### src/mm_pkg.sv
package mm_pkg;

  // data widths
  typedef logic        [31:0] word_t;
  typedef logic        [3:0]  dim_t;   // 1..MAX_DIM
  typedef logic        [7:0]  byte_t;
  typedef logic signed [31:0] acc_t;   // also the result word
  typedef logic        [7:0]  waddr_t; // word address, all memories

  localparam int WORD_BYTES = 4;
  typedef logic [WORD_BYTES-1:0] be_t;  // byte write enables

  typedef enum logic [2:0] {
    idle,
    write_fm,
    write_wm,
    write_com,
    write_flag,
    wait_flag,
    read_out,
    finish
  } host_state_t;

  typedef enum logic [2:0] {
    poll,
    load_cmd,
    compute,
    store,
    signal
  } eng_state_t;

  localparam int MAX_DIM      = 8;
  localparam int LOAD_CREDITS = 2; // held by the input side at job start
  localparam int RES_CREDITS  = 4; // held by the sequencer for result reads

  // control memory map
  localparam waddr_t CTRL_FLAG = 8'd0;
  localparam waddr_t CTRL_COM1 = 8'd1; // {P, M}
  localparam waddr_t CTRL_COM2 = 8'd2; // {N}

  // flag word toggles between these two only
  localparam word_t FLAG_START  = 32'h5354_4152;
  localparam word_t FLAG_FINISH = 32'h4649_4e49;

  // words needed for d bytes packed four to a word
  function automatic dim_t words_of(dim_t d);
    return dim_t'((d + 4'd3) >> 2);
  endfunction

endpackage

### src/host_sequencer.sv
module host_sequencer
  import mm_pkg::*;
(
  input  logic   arm_clk,
  input  logic   rst,
  input  logic   start,
  input  dim_t   dim_m,
  input  dim_t   dim_n,
  input  dim_t   dim_p,
  input  logic   load_valid,
  input  word_t  load_data,
  input  logic   res_credit,
  input  word_t  ctrl_rdata,
  input  word_t  out_rdata,
  output logic   done,
  output logic   load_credit,
  output logic   res_valid,
  output acc_t   res_data,
  output be_t    fm_we,
  output be_t    wm_we,
  output be_t    ctrl_we,
  output waddr_t fm_addr,
  output waddr_t wm_addr,
  output waddr_t ctrl_addr,
  output waddr_t out_addr,
  output word_t  fm_wdata,
  output word_t  wm_wdata,
  output word_t  ctrl_wdata
);

  host_state_t state;
  host_state_t state_nxt;
  dim_t        m_q;
  dim_t        n_q;
  dim_t        p_q;
  waddr_t      cnt;       // word counter of the current phase
  waddr_t      fm_total;
  waddr_t      wm_total;
  waddr_t      out_total;
  logic        fm_take;
  logic        wm_take;
  logic        rd_issue;
  logic        fm_last;
  logic        wm_last;
  logic        com_last;
  logic        rd_last;
  logic [2:0]  res_cnt;   // result credits, 0..RES_CREDITS

  assign fm_total  = waddr_t'(n_q) * waddr_t'(words_of(m_q));
  assign wm_total  = waddr_t'(n_q) * waddr_t'(words_of(p_q));
  assign out_total = waddr_t'(m_q) * waddr_t'(p_q);

  assign fm_take  = load_valid && (state == write_fm);
  assign wm_take  = load_valid && (state == write_wm);
  assign rd_issue = (state == read_out) && (res_cnt != 3'd0);

  assign fm_last  = fm_take && (cnt == fm_total - 8'd1);
  assign wm_last  = wm_take && (cnt == wm_total - 8'd1);
  assign com_last = (state == write_com) && (cnt == 8'd1);
  assign rd_last  = rd_issue && (cnt == out_total - 8'd1);

  // job dimensions, taken with the start pulse
  always_ff @(posedge arm_clk) begin
    if (state == idle && start) begin
      m_q <= dim_m;
      n_q <= dim_n;
      p_q <= dim_p;
    end
  end

  always_ff @(posedge arm_clk or posedge rst) begin
    if (rst) begin
      state <= idle;
    end else begin
      state <= state_nxt;
    end
  end

  always_comb begin
    state_nxt = state;
    case (state)
      idle:       if (start) state_nxt = write_fm;
      write_fm:   if (fm_last) state_nxt = write_wm;
      write_wm:   if (wm_last) state_nxt = write_com;
      write_com:  if (com_last) state_nxt = write_flag;
      write_flag: state_nxt = wait_flag;
      wait_flag:  if (ctrl_rdata == FLAG_FINISH) state_nxt = read_out;
      read_out:   if (rd_last) state_nxt = finish;
      finish:     state_nxt = idle;
      default:    state_nxt = idle;
    endcase
  end

  // every phase leaves the counter at zero
  always_ff @(posedge arm_clk or posedge rst) begin
    if (rst) begin
      cnt <= '0;
    end else if (fm_last || wm_last || com_last || rd_last) begin
      cnt <= '0;
    end else if (fm_take || wm_take || rd_issue || state == write_com) begin
      cnt <= cnt + 8'd1;
    end
  end

  // credit endpoints
  always_ff @(posedge arm_clk or posedge rst) begin
    if (rst) begin
      load_credit <= 1'b0;
      res_valid   <= 1'b0;
      res_cnt     <= 3'(RES_CREDITS);
    end else begin
      load_credit <= fm_take || wm_take; // one per word written
      res_valid   <= rd_issue;           // read data lands next cycle
      res_cnt     <= res_cnt - {2'b00, rd_issue} + {2'b00, res_credit};
    end
  end

  assign res_data = acc_t'(out_rdata);
  assign done     = (state == finish);

  // input words go straight to port A
  assign fm_we    = {WORD_BYTES{fm_take}};
  assign wm_we    = {WORD_BYTES{wm_take}};
  assign fm_addr  = cnt;
  assign wm_addr  = cnt;
  assign fm_wdata = load_data;
  assign wm_wdata = load_data;
  assign out_addr = cnt;

  always_comb begin
    ctrl_we    = '0;
    ctrl_addr  = CTRL_FLAG; // flag polled in wait_flag
    ctrl_wdata = '0;
    case (state)
      write_com: begin
        ctrl_we = '1;
        if (cnt == 8'd0) begin
          ctrl_addr  = CTRL_COM1;
          ctrl_wdata = {12'd0, p_q, 12'd0, m_q};
        end else begin
          ctrl_addr  = CTRL_COM2;
          ctrl_wdata = {28'd0, n_q};
        end
      end
      write_flag: begin
        ctrl_we    = '1;
        ctrl_wdata = FLAG_START;
      end
      default: ;
    endcase
  end

endmodule

### src/mm_engine.sv
module mm_engine
  import mm_pkg::*;
(
  input  logic   arm_clk,
  input  logic   rst,
  input  word_t  fm_rdata,
  input  word_t  wm_rdata,
  input  word_t  ctrl_rdata,
  output waddr_t fm_addr,
  output waddr_t wm_addr,
  output waddr_t ctrl_addr,
  output waddr_t out_addr,
  output be_t    ctrl_we,
  output be_t    out_we,
  output word_t  ctrl_wdata,
  output word_t  out_wdata
);

  eng_state_t         state;
  dim_t               m_q;
  dim_t               n_q;
  dim_t               p_q;
  dim_t               i_idx;
  dim_t               j_idx;
  dim_t               k_idx;
  logic [1:0]         cmd_cnt;
  logic               prod_vld;  // address pair issued last cycle
  byte_t              f_byte;
  byte_t              w_byte;
  logic signed [16:0] prod;
  acc_t               acc;
  acc_t               acc_nxt;
  logic               k_last;
  logic               j_last;
  logic               i_last;

  assign k_last = (k_idx == n_q - 4'd1);
  assign j_last = (j_idx == p_q - 4'd1);
  assign i_last = (i_idx == m_q - 4'd1);

  always_ff @(posedge arm_clk or posedge rst) begin
    if (rst) begin
      state    <= poll;
      cmd_cnt  <= '0;
      i_idx    <= '0;
      j_idx    <= '0;
      k_idx    <= '0;
      prod_vld <= 1'b0;
    end else begin
      prod_vld <= (state == compute);
      case (state)
        poll: begin
          cmd_cnt <= '0;
          if (ctrl_rdata == FLAG_START) state <= load_cmd;
        end
        load_cmd: begin
          cmd_cnt <= cmd_cnt + 2'd1;
          if (cmd_cnt == 2'd2) begin
            state <= compute;
            i_idx <= '0;
            j_idx <= '0;
            k_idx <= '0;
          end
        end
        compute: begin
          k_idx <= k_idx + 4'd1;
          if (k_last) state <= store;
        end
        store: begin
          k_idx <= '0;
          if (j_last) begin
            j_idx <= '0;
            i_idx <= i_idx + 4'd1;
          end else begin
            j_idx <= j_idx + 4'd1;
          end
          state <= (i_last && j_last) ? signal : compute;
        end
        signal:  state <= poll;
        default: state <= poll;
      endcase
    end
  end

  // command words arrive one cycle after their address
  always_ff @(posedge arm_clk) begin
    if (state == load_cmd && cmd_cnt == 2'd1) begin
      m_q <= dim_t'(ctrl_rdata[3:0]);
      p_q <= dim_t'(ctrl_rdata[19:16]);
    end
    if (state == load_cmd && cmd_cnt == 2'd2) begin
      n_q <= dim_t'(ctrl_rdata[3:0]);
    end
    if (state == compute) begin
      acc <= acc_nxt;
    end else begin
      acc <= '0; // last product is folded in during store
    end
  end

  // unsigned feature times signed weight
  assign f_byte  = fm_rdata[8*i_idx[1:0] +: 8];
  assign w_byte  = wm_rdata[8*j_idx[1:0] +: 8];
  assign prod    = $signed({1'b0, f_byte}) * $signed(w_byte);
  assign acc_nxt = prod_vld ? acc + acc_t'(prod) : acc;

  assign fm_addr  = waddr_t'(k_idx) * waddr_t'(words_of(m_q)) + waddr_t'(i_idx >> 2);
  assign wm_addr  = waddr_t'(k_idx) * waddr_t'(words_of(p_q)) + waddr_t'(j_idx >> 2);
  assign out_addr = waddr_t'(i_idx) * waddr_t'(p_q) + waddr_t'(j_idx); // row-major

  assign out_we    = {WORD_BYTES{state == store}};
  assign out_wdata = word_t'(acc_nxt);

  always_comb begin
    ctrl_addr = CTRL_FLAG;
    if (state == load_cmd) begin
      ctrl_addr = (cmd_cnt == 2'd0) ? CTRL_COM1 : CTRL_COM2;
    end
  end

  assign ctrl_we    = {WORD_BYTES{state == signal}};
  assign ctrl_wdata = FLAG_FINISH;

endmodule

### src/mm_system_top.sv
module mm_system_top
  import mm_pkg::*;
#(
  parameter int FM_DEPTH   = 16,
  parameter int WM_DEPTH   = 16,
  parameter int CTRL_DEPTH = 4,
  parameter int OUT_DEPTH  = 64
) (
  input  logic  arm_clk,
  input  logic  rst,
  input  logic  start,
  input  dim_t  dim_m,
  input  dim_t  dim_n,
  input  dim_t  dim_p,
  input  logic  load_valid,
  input  word_t load_data,
  input  logic  res_credit,
  output logic  done,
  output logic  load_credit,
  output logic  res_valid,
  output acc_t  res_data
);

  // host drives port A
  be_t    h_fm_we;
  be_t    h_wm_we;
  be_t    h_ctrl_we;
  waddr_t h_fm_addr;
  waddr_t h_wm_addr;
  waddr_t h_ctrl_addr;
  waddr_t h_out_addr;
  word_t  h_fm_wdata;
  word_t  h_wm_wdata;
  word_t  h_ctrl_wdata;
  word_t  h_ctrl_rdata;
  word_t  h_out_rdata;
  // engine drives port B
  be_t    e_ctrl_we;
  be_t    e_out_we;
  waddr_t e_fm_addr;
  waddr_t e_wm_addr;
  waddr_t e_ctrl_addr;
  waddr_t e_out_addr;
  word_t  e_ctrl_wdata;
  word_t  e_out_wdata;
  word_t  e_fm_rdata;
  word_t  e_wm_rdata;
  word_t  e_ctrl_rdata;

  host_sequencer i_seq (
    .arm_clk, .rst, .start, .dim_m, .dim_n, .dim_p,
    .load_valid, .load_data, .res_credit,
    .ctrl_rdata (h_ctrl_rdata), .out_rdata (h_out_rdata),
    .done, .load_credit, .res_valid, .res_data,
    .fm_we      (h_fm_we),      .wm_we     (h_wm_we),     .ctrl_we  (h_ctrl_we),
    .fm_addr    (h_fm_addr),    .wm_addr   (h_wm_addr),
    .ctrl_addr  (h_ctrl_addr),  .out_addr  (h_out_addr),
    .fm_wdata   (h_fm_wdata),   .wm_wdata  (h_wm_wdata),  .ctrl_wdata (h_ctrl_wdata)
  );

  mm_engine i_eng (
    .arm_clk, .rst,
    .fm_rdata  (e_fm_rdata),  .wm_rdata  (e_wm_rdata),  .ctrl_rdata (e_ctrl_rdata),
    .fm_addr   (e_fm_addr),   .wm_addr   (e_wm_addr),
    .ctrl_addr (e_ctrl_addr), .out_addr  (e_out_addr),
    .ctrl_we   (e_ctrl_we),   .out_we    (e_out_we),
    .ctrl_wdata (e_ctrl_wdata), .out_wdata (e_out_wdata)
  );

  // engine only reads the matrices
  tdp_ram #(.DEPTH(FM_DEPTH)) fm_ram (
    .arm_clk,
    .a_we (h_fm_we), .a_addr (h_fm_addr),
    .a_wdata (h_fm_wdata), .a_rdata (),
    .b_we ('0), .b_addr (e_fm_addr), .b_wdata ('0), .b_rdata (e_fm_rdata)
  );

  tdp_ram #(.DEPTH(WM_DEPTH)) wm_ram (
    .arm_clk,
    .a_we (h_wm_we), .a_addr (h_wm_addr), .a_wdata (h_wm_wdata), .a_rdata (),
    .b_we ('0), .b_addr (e_wm_addr), .b_wdata ('0), .b_rdata (e_wm_rdata)
  );

  tdp_ram #(.DEPTH(CTRL_DEPTH)) ctrl_ram (
    .arm_clk,
    .a_we (h_ctrl_we), .a_addr (h_ctrl_addr), .a_wdata (h_ctrl_wdata),
    .a_rdata (h_ctrl_rdata),
    .b_we (e_ctrl_we), .b_addr (e_ctrl_addr), .b_wdata (e_ctrl_wdata),
    .b_rdata (e_ctrl_rdata)
  );

  // host side of the output memory is read-only
  tdp_ram #(.DEPTH(OUT_DEPTH)) out_ram (
    .arm_clk,
    .a_we ('0), .a_addr (h_out_addr), .a_wdata ('0), .a_rdata (h_out_rdata),
    .b_we (e_out_we), .b_addr (e_out_addr), .b_wdata (e_out_wdata), .b_rdata ()
  );

endmodule

### src/tdp_ram.sv
module tdp_ram
  import mm_pkg::*;
#(
  parameter int DEPTH = 16
) (
  input  logic   arm_clk,
  input  be_t    a_we,
  input  waddr_t a_addr,
  input  word_t  a_wdata,
  input  be_t    b_we,
  input  waddr_t b_addr,
  input  word_t  b_wdata,
  output word_t  a_rdata,
  output word_t  b_rdata
);

  localparam int AW = $clog2(DEPTH);

  word_t         mem [DEPTH];
  logic [AW-1:0] a_idx;
  logic [AW-1:0] b_idx;

  // upper address bits fall outside the array
  assign a_idx = a_addr[AW-1:0];
  assign b_idx = b_addr[AW-1:0];

  // both ports in one block, no same-word collisions in this design
  always_ff @(posedge arm_clk) begin
    for (int bi = 0; bi < WORD_BYTES; bi++) begin
      if (a_we[bi]) begin
        mem[a_idx][8*bi +: 8] <= a_wdata[8*bi +: 8];
        a_rdata[8*bi +: 8]    <= a_wdata[8*bi +: 8]; // write-first
      end else begin
        a_rdata[8*bi +: 8] <= mem[a_idx][8*bi +: 8];
      end
      if (b_we[bi]) begin
        mem[b_idx][8*bi +: 8] <= b_wdata[8*bi +: 8];
        b_rdata[8*bi +: 8]    <= b_wdata[8*bi +: 8];
      end else begin
        b_rdata[8*bi +: 8] <= mem[b_idx][8*bi +: 8];
      end
    end
  end

endmodule
### config.mk
export PLATFORM = sky130hd
export DESIGN_NAME = mm_system_top
export DESIGN_NICKNAME = d
export VERILOG_FILES = /design/src/mm_pkg.sv /design/src/host_sequencer.sv /design/src/mm_engine.sv /design/src/mm_system_top.sv /design/src/tdp_ram.sv
export SDC_FILE = /design/constraint.sdc
export NUM_CORES = 2
export LEC_CHECK = 0
export BUFFER_PORTS_ARGS = -buffer_cell sky130_fd_sc_hd__buf_2
export CAP_MARGIN = 40
export CORE_UTILIZATION = 31
export CTS_BUF_LIST = sky130_fd_sc_hd__clkbuf_8
export CTS_CLUSTER_DIAMETER = 200
export DETAILED_ROUTE_END_ITERATION = 8
export HOLD_SLACK_MARGIN = 0.08
export PLACE_DENSITY = 0.55
export SETUP_SLACK_MARGIN = 0.5
export SKIP_LAST_GASP = 1
export SLEW_MARGIN = 20
export SYNTH_ARGS = -nofsm -noshare
export SYNTH_HDL_FRONTEND = slang
export SYNTH_SLANG_ARGS = --single-unit
### constraint.sdc
create_clock -name arm_clk -period 9.7 [get_ports arm_clk]
set_input_delay 0.485 -clock arm_clk [delete_from_list [all_inputs] [get_ports arm_clk]]
set_output_delay 0.485 -clock arm_clk [all_outputs]
set_load 0.01 [all_outputs]
==> flow_metrics.env <==
export IMPL_slew_headroom_pct=34.1
export IMPL_grt_max_degree=125
export IMPL_core_area_um2=420000
export IMPL_nNetsFinal=6844
export IMPL_synth_area_um2=131000
export IMPL_syn_inst=5945
export IMPL_groute_layer_met3_usage_pct=2.45
export IMPL_instances_no_fill=12615
export IMPL_hold_violations=0
export IMPL_ys_seq_elements=3313
export IMPL_critPathLaunch="i_eng.i_idx[0]"
export IMPL_grt_use_total_pct=15.7
export IMPL_synth_area_leaders="edfxtp_1 (71%), mux4_2 (17%), dfxtp_1 (2.8%)"
export IMPL_synth_main_ff_cell="edfxtp_1"
export IMPL_worstHoldStart="dim_p[1]"
export IMPL_worstSetupEndpointType="flip-flop"
export IMPL_dp_cells=11605
export IMPL_worst_pin_slew_ns=0.988
export IMPL_cp_arrival_ns=8.62
export IMPL_setup_violations_final=0
export IMPL_fin_crit_ns=7.79
export IMPL_clk_pin_slew_ns=0.06
export IMPL_drcViolationCount=0
export IMPL_grt_pass1_wl_um=484000
export IMPL_grt_pass1_vias=66319
export IMPL_vias=62894
export IMPL_drt_iter0_drc=5933
export IMPL_place_congestion=0.785
export IMPL_clock_fmax_mhz=128
export IMPL_num_io_pins=84
export IMPL_grt_use_met2_pct=26.9
export IMPL_rsz0062_at_grt="no"
export IMPL_drv_cap=0
export IMPL_synth_most_common_cell="edfxtp_1"
export IMPL_fin_area_um2=151000
export IMPL_clock_latency_ns=1.15
export IMPL_grt_busiest_layer="met2"
export IMPL_yosysWarnings=0
export IMPL_post_place_ws_ns=1.86
export IMPL_wl_um=339000
export IMPL_post_route_period_util_pct=80.3
export IMPL_async_flop_share_pct=1.03
export IMPL_status="completed"
export IMPL_syn_to_final_growth_pct=15.4
export IMPL_min_delay_path_class="in -> reg"
export IMPL_place_area_um2=141000
export IMPL_synth_common_cells="edfxtp_1 (3096), mux4_2 (1007), nand2_1 (220), dfxtp_1 (183), clkbuf_1 (177)"
export IMPL_fp_dieW_um=651
export IMPL_drt_vias_per_instance=4.99
export IMPL_grt_overflow_total=0
export IMPL_crit_fanout=64
export IMPL_io_buffers=83
export IMPL_worstReg2RegStart="i_eng.i_idx[0]"
export IMPL_final_layout_size_suffix_gt1_share_pct=30.5
export IMPL_antenna_found_initial=38
export IMPL_synth_avg_cell_area_um2=22.0
export IMPL_tritoncts="built"
export IMPL_initial_core_util_pct=31.1
export IMPL_wl_per_cell_um=26.9
export IMPL_row_count=238
export IMPL_htreeDepth=6
export IMPL_cts_sinks=3313
export IMPL_root_buffer="clkbuf_8"
export IMPL_drv_slew=0
export IMPL_firstDrtPassIters=5
export IMPL_setup_tns_ns=0
export IMPL_ys_seq_area_share_pct=74.6
export IMPL_netlist_area_leader_share_pct=71.1
export IMPL_clockBufferDepth=4
export IMPL_crit_required_ns=10.53
export IMPL_fp_dieH_um=651
export IMPL_start_kind="flip-flop"
export IMPL_finalClockSkew_ns=0.0829
export IMPL_met1_usage_pct=20.7
export IMPL_syn_nets=6227
export IMPL_post_cts_resize_count=0
export IMPL_synth_edf_count=3096
export IMPL_cts_inserted_buffers=537
export IMPL_synth_cell_types=73
export IMPL_ant_nets=0
export IMPL_die_area_um2=424000
export IMPL_worst_setup_path_type="reg -> reg"
export IMPL_synth_top_area_cell="edfxtp_1"
export IMPL_dpl_hpwl_um=193000
export IMPL_final_setup_worst_slack_ns=1.91
state kept, by name (all words and copies together) (netlist names), 4 cells and up:
signal            flops
out_ram.a_rdata      32
i_seq.fm_addr         8
ctrl_ram.mem         33
i_eng.j_idx           4
wm_ram.b_rdata       32
i_eng.p_q             4
i_seq.m_q             4
i_eng.i_idx           4
i_eng.m_q             4
fm_ram.mem          512
ctrl_ram.a_rdata     11
i_eng.k_idx           4
i_seq.n_q             4
ctrl_ram.b_rdata     11
wm_ram.mem          512
i_eng.acc            32
i_eng.n_q             4
i_seq.p_q             4
fm_ram.b_rdata       32
out_ram.mem        2048
area by class of cell:
class | instances | area [µm²]
Timing Repair Buffer | 353 | 3470
Clock buffer | 569 | 7830
Inverter | 142 | 533
Sequential cell | 3313 | 97500
Multi-Input combinational cell | 2215 | 32600
Antenna cell | 18 | 45.0
Fill cell | 38513 | 269000
Tap cell | 5640 | 7060
Clock inverter | 365 | 1870
final timing paths:
check	endpoint	slack [ns]	cells after the start
max	out_ram.mem[28][31]	1.91	19
min	i_seq.p_q[1]	0.19	2
max reg2reg	out_ram.mem[28][31]	1.91	19
min reg2reg	ctrl_ram.mem[2][1]	0.44	2
max in group asynchronous	i_seq.fm_addr[0]	8.40	5
min in group asynchronous	i_eng.j_idx[0]	0.75	5
metal layers:
| layer | wire length (µm) | up-vias |
|---|---|---|
| li1 | - | 25999 |
| met1 | 140000 | 34252 |
| met2 | 171000 | 2104 |
| met3 | 19400 | 527 |
| met4 | 8290 | 12 |
| met5 | 82 | - |
cell usage in the layout, fill, tap and decap left out, types with 11 or more instances in the layout:
master	instances
a21o_1	20
a21oi_1	45
a31oi_1	11
and2_1	89
and3_1	17
buf_12	31
buf_16	23
buf_2	84
buf_4	154
clkbuf_8	569
clkinv_1	88
clkinv_2	37
clkinvlp_4	17
dfrtp_1	26
dfxtp_1	183
diode_2	18
dlygate4sd3_1	53
edfxtp_1	3096
fa_1	67
ha_1	160
inv_1	323
inv_6	19
mux2i_1	23
mux4_2	1007
nand2_1	214
nand3_1	28
nand4_1	13
nor2_1	79
nor2_4	92
nor2b_1	15
nor3_1	31
o211ai_1	11
o21ai_0	44
xnor2_1	51
xor2_1	33
logic make-up after synthesis:
family / Yosys count / synth area share, %
simple gates: 651 / 2.35
flops: 3313 / 74.6
mux: 1034 / 17.6
xor+xnor: 88 / 0.600
compound gates: 209 / 1.04
fa+ha+maj: 233 / 2.63
buf+inv: 417 / 1.29
critical path: stages (launching register included):
cell and delay, ns:
dfrtp_1 0.85, mux4_2 0.73, and2_1 0.21, fa_1 0.47, fa_1 0.50, inv_1 0.06, fa_1 0.53, inv_1 0.05
fa_1 0.41, fa_1 0.48, ha_1 0.34, a21o_1 0.20, a21oi_1 0.32, a211oi_1 0.21, o21ai_0 0.56, nand3_1 0.28
and4_1 0.23, a311oi_2 0.32, xnor2_2 0.15, buf_4 0.50
what timing repair did:
item	CTS	global route
endpoints found under the setup margin	0	0
buffers inserted	0	0
hold buffers	53	0
hold endpoints to repair	1088	0
metrics by stage:
step                      util, %  hold slack [ns]
after detailed placement     33.4            0.432
final                        35.9            0.194
after global routing         35.9            0.132
after floorplan                 -            0.400
after CTS                    35.9           0.0811
after global placement       33.2            0.429
Power is left out: the tool's default activity adds up to more than one toggle a clock period on the data nets, which glitch-free logic cannot reach.
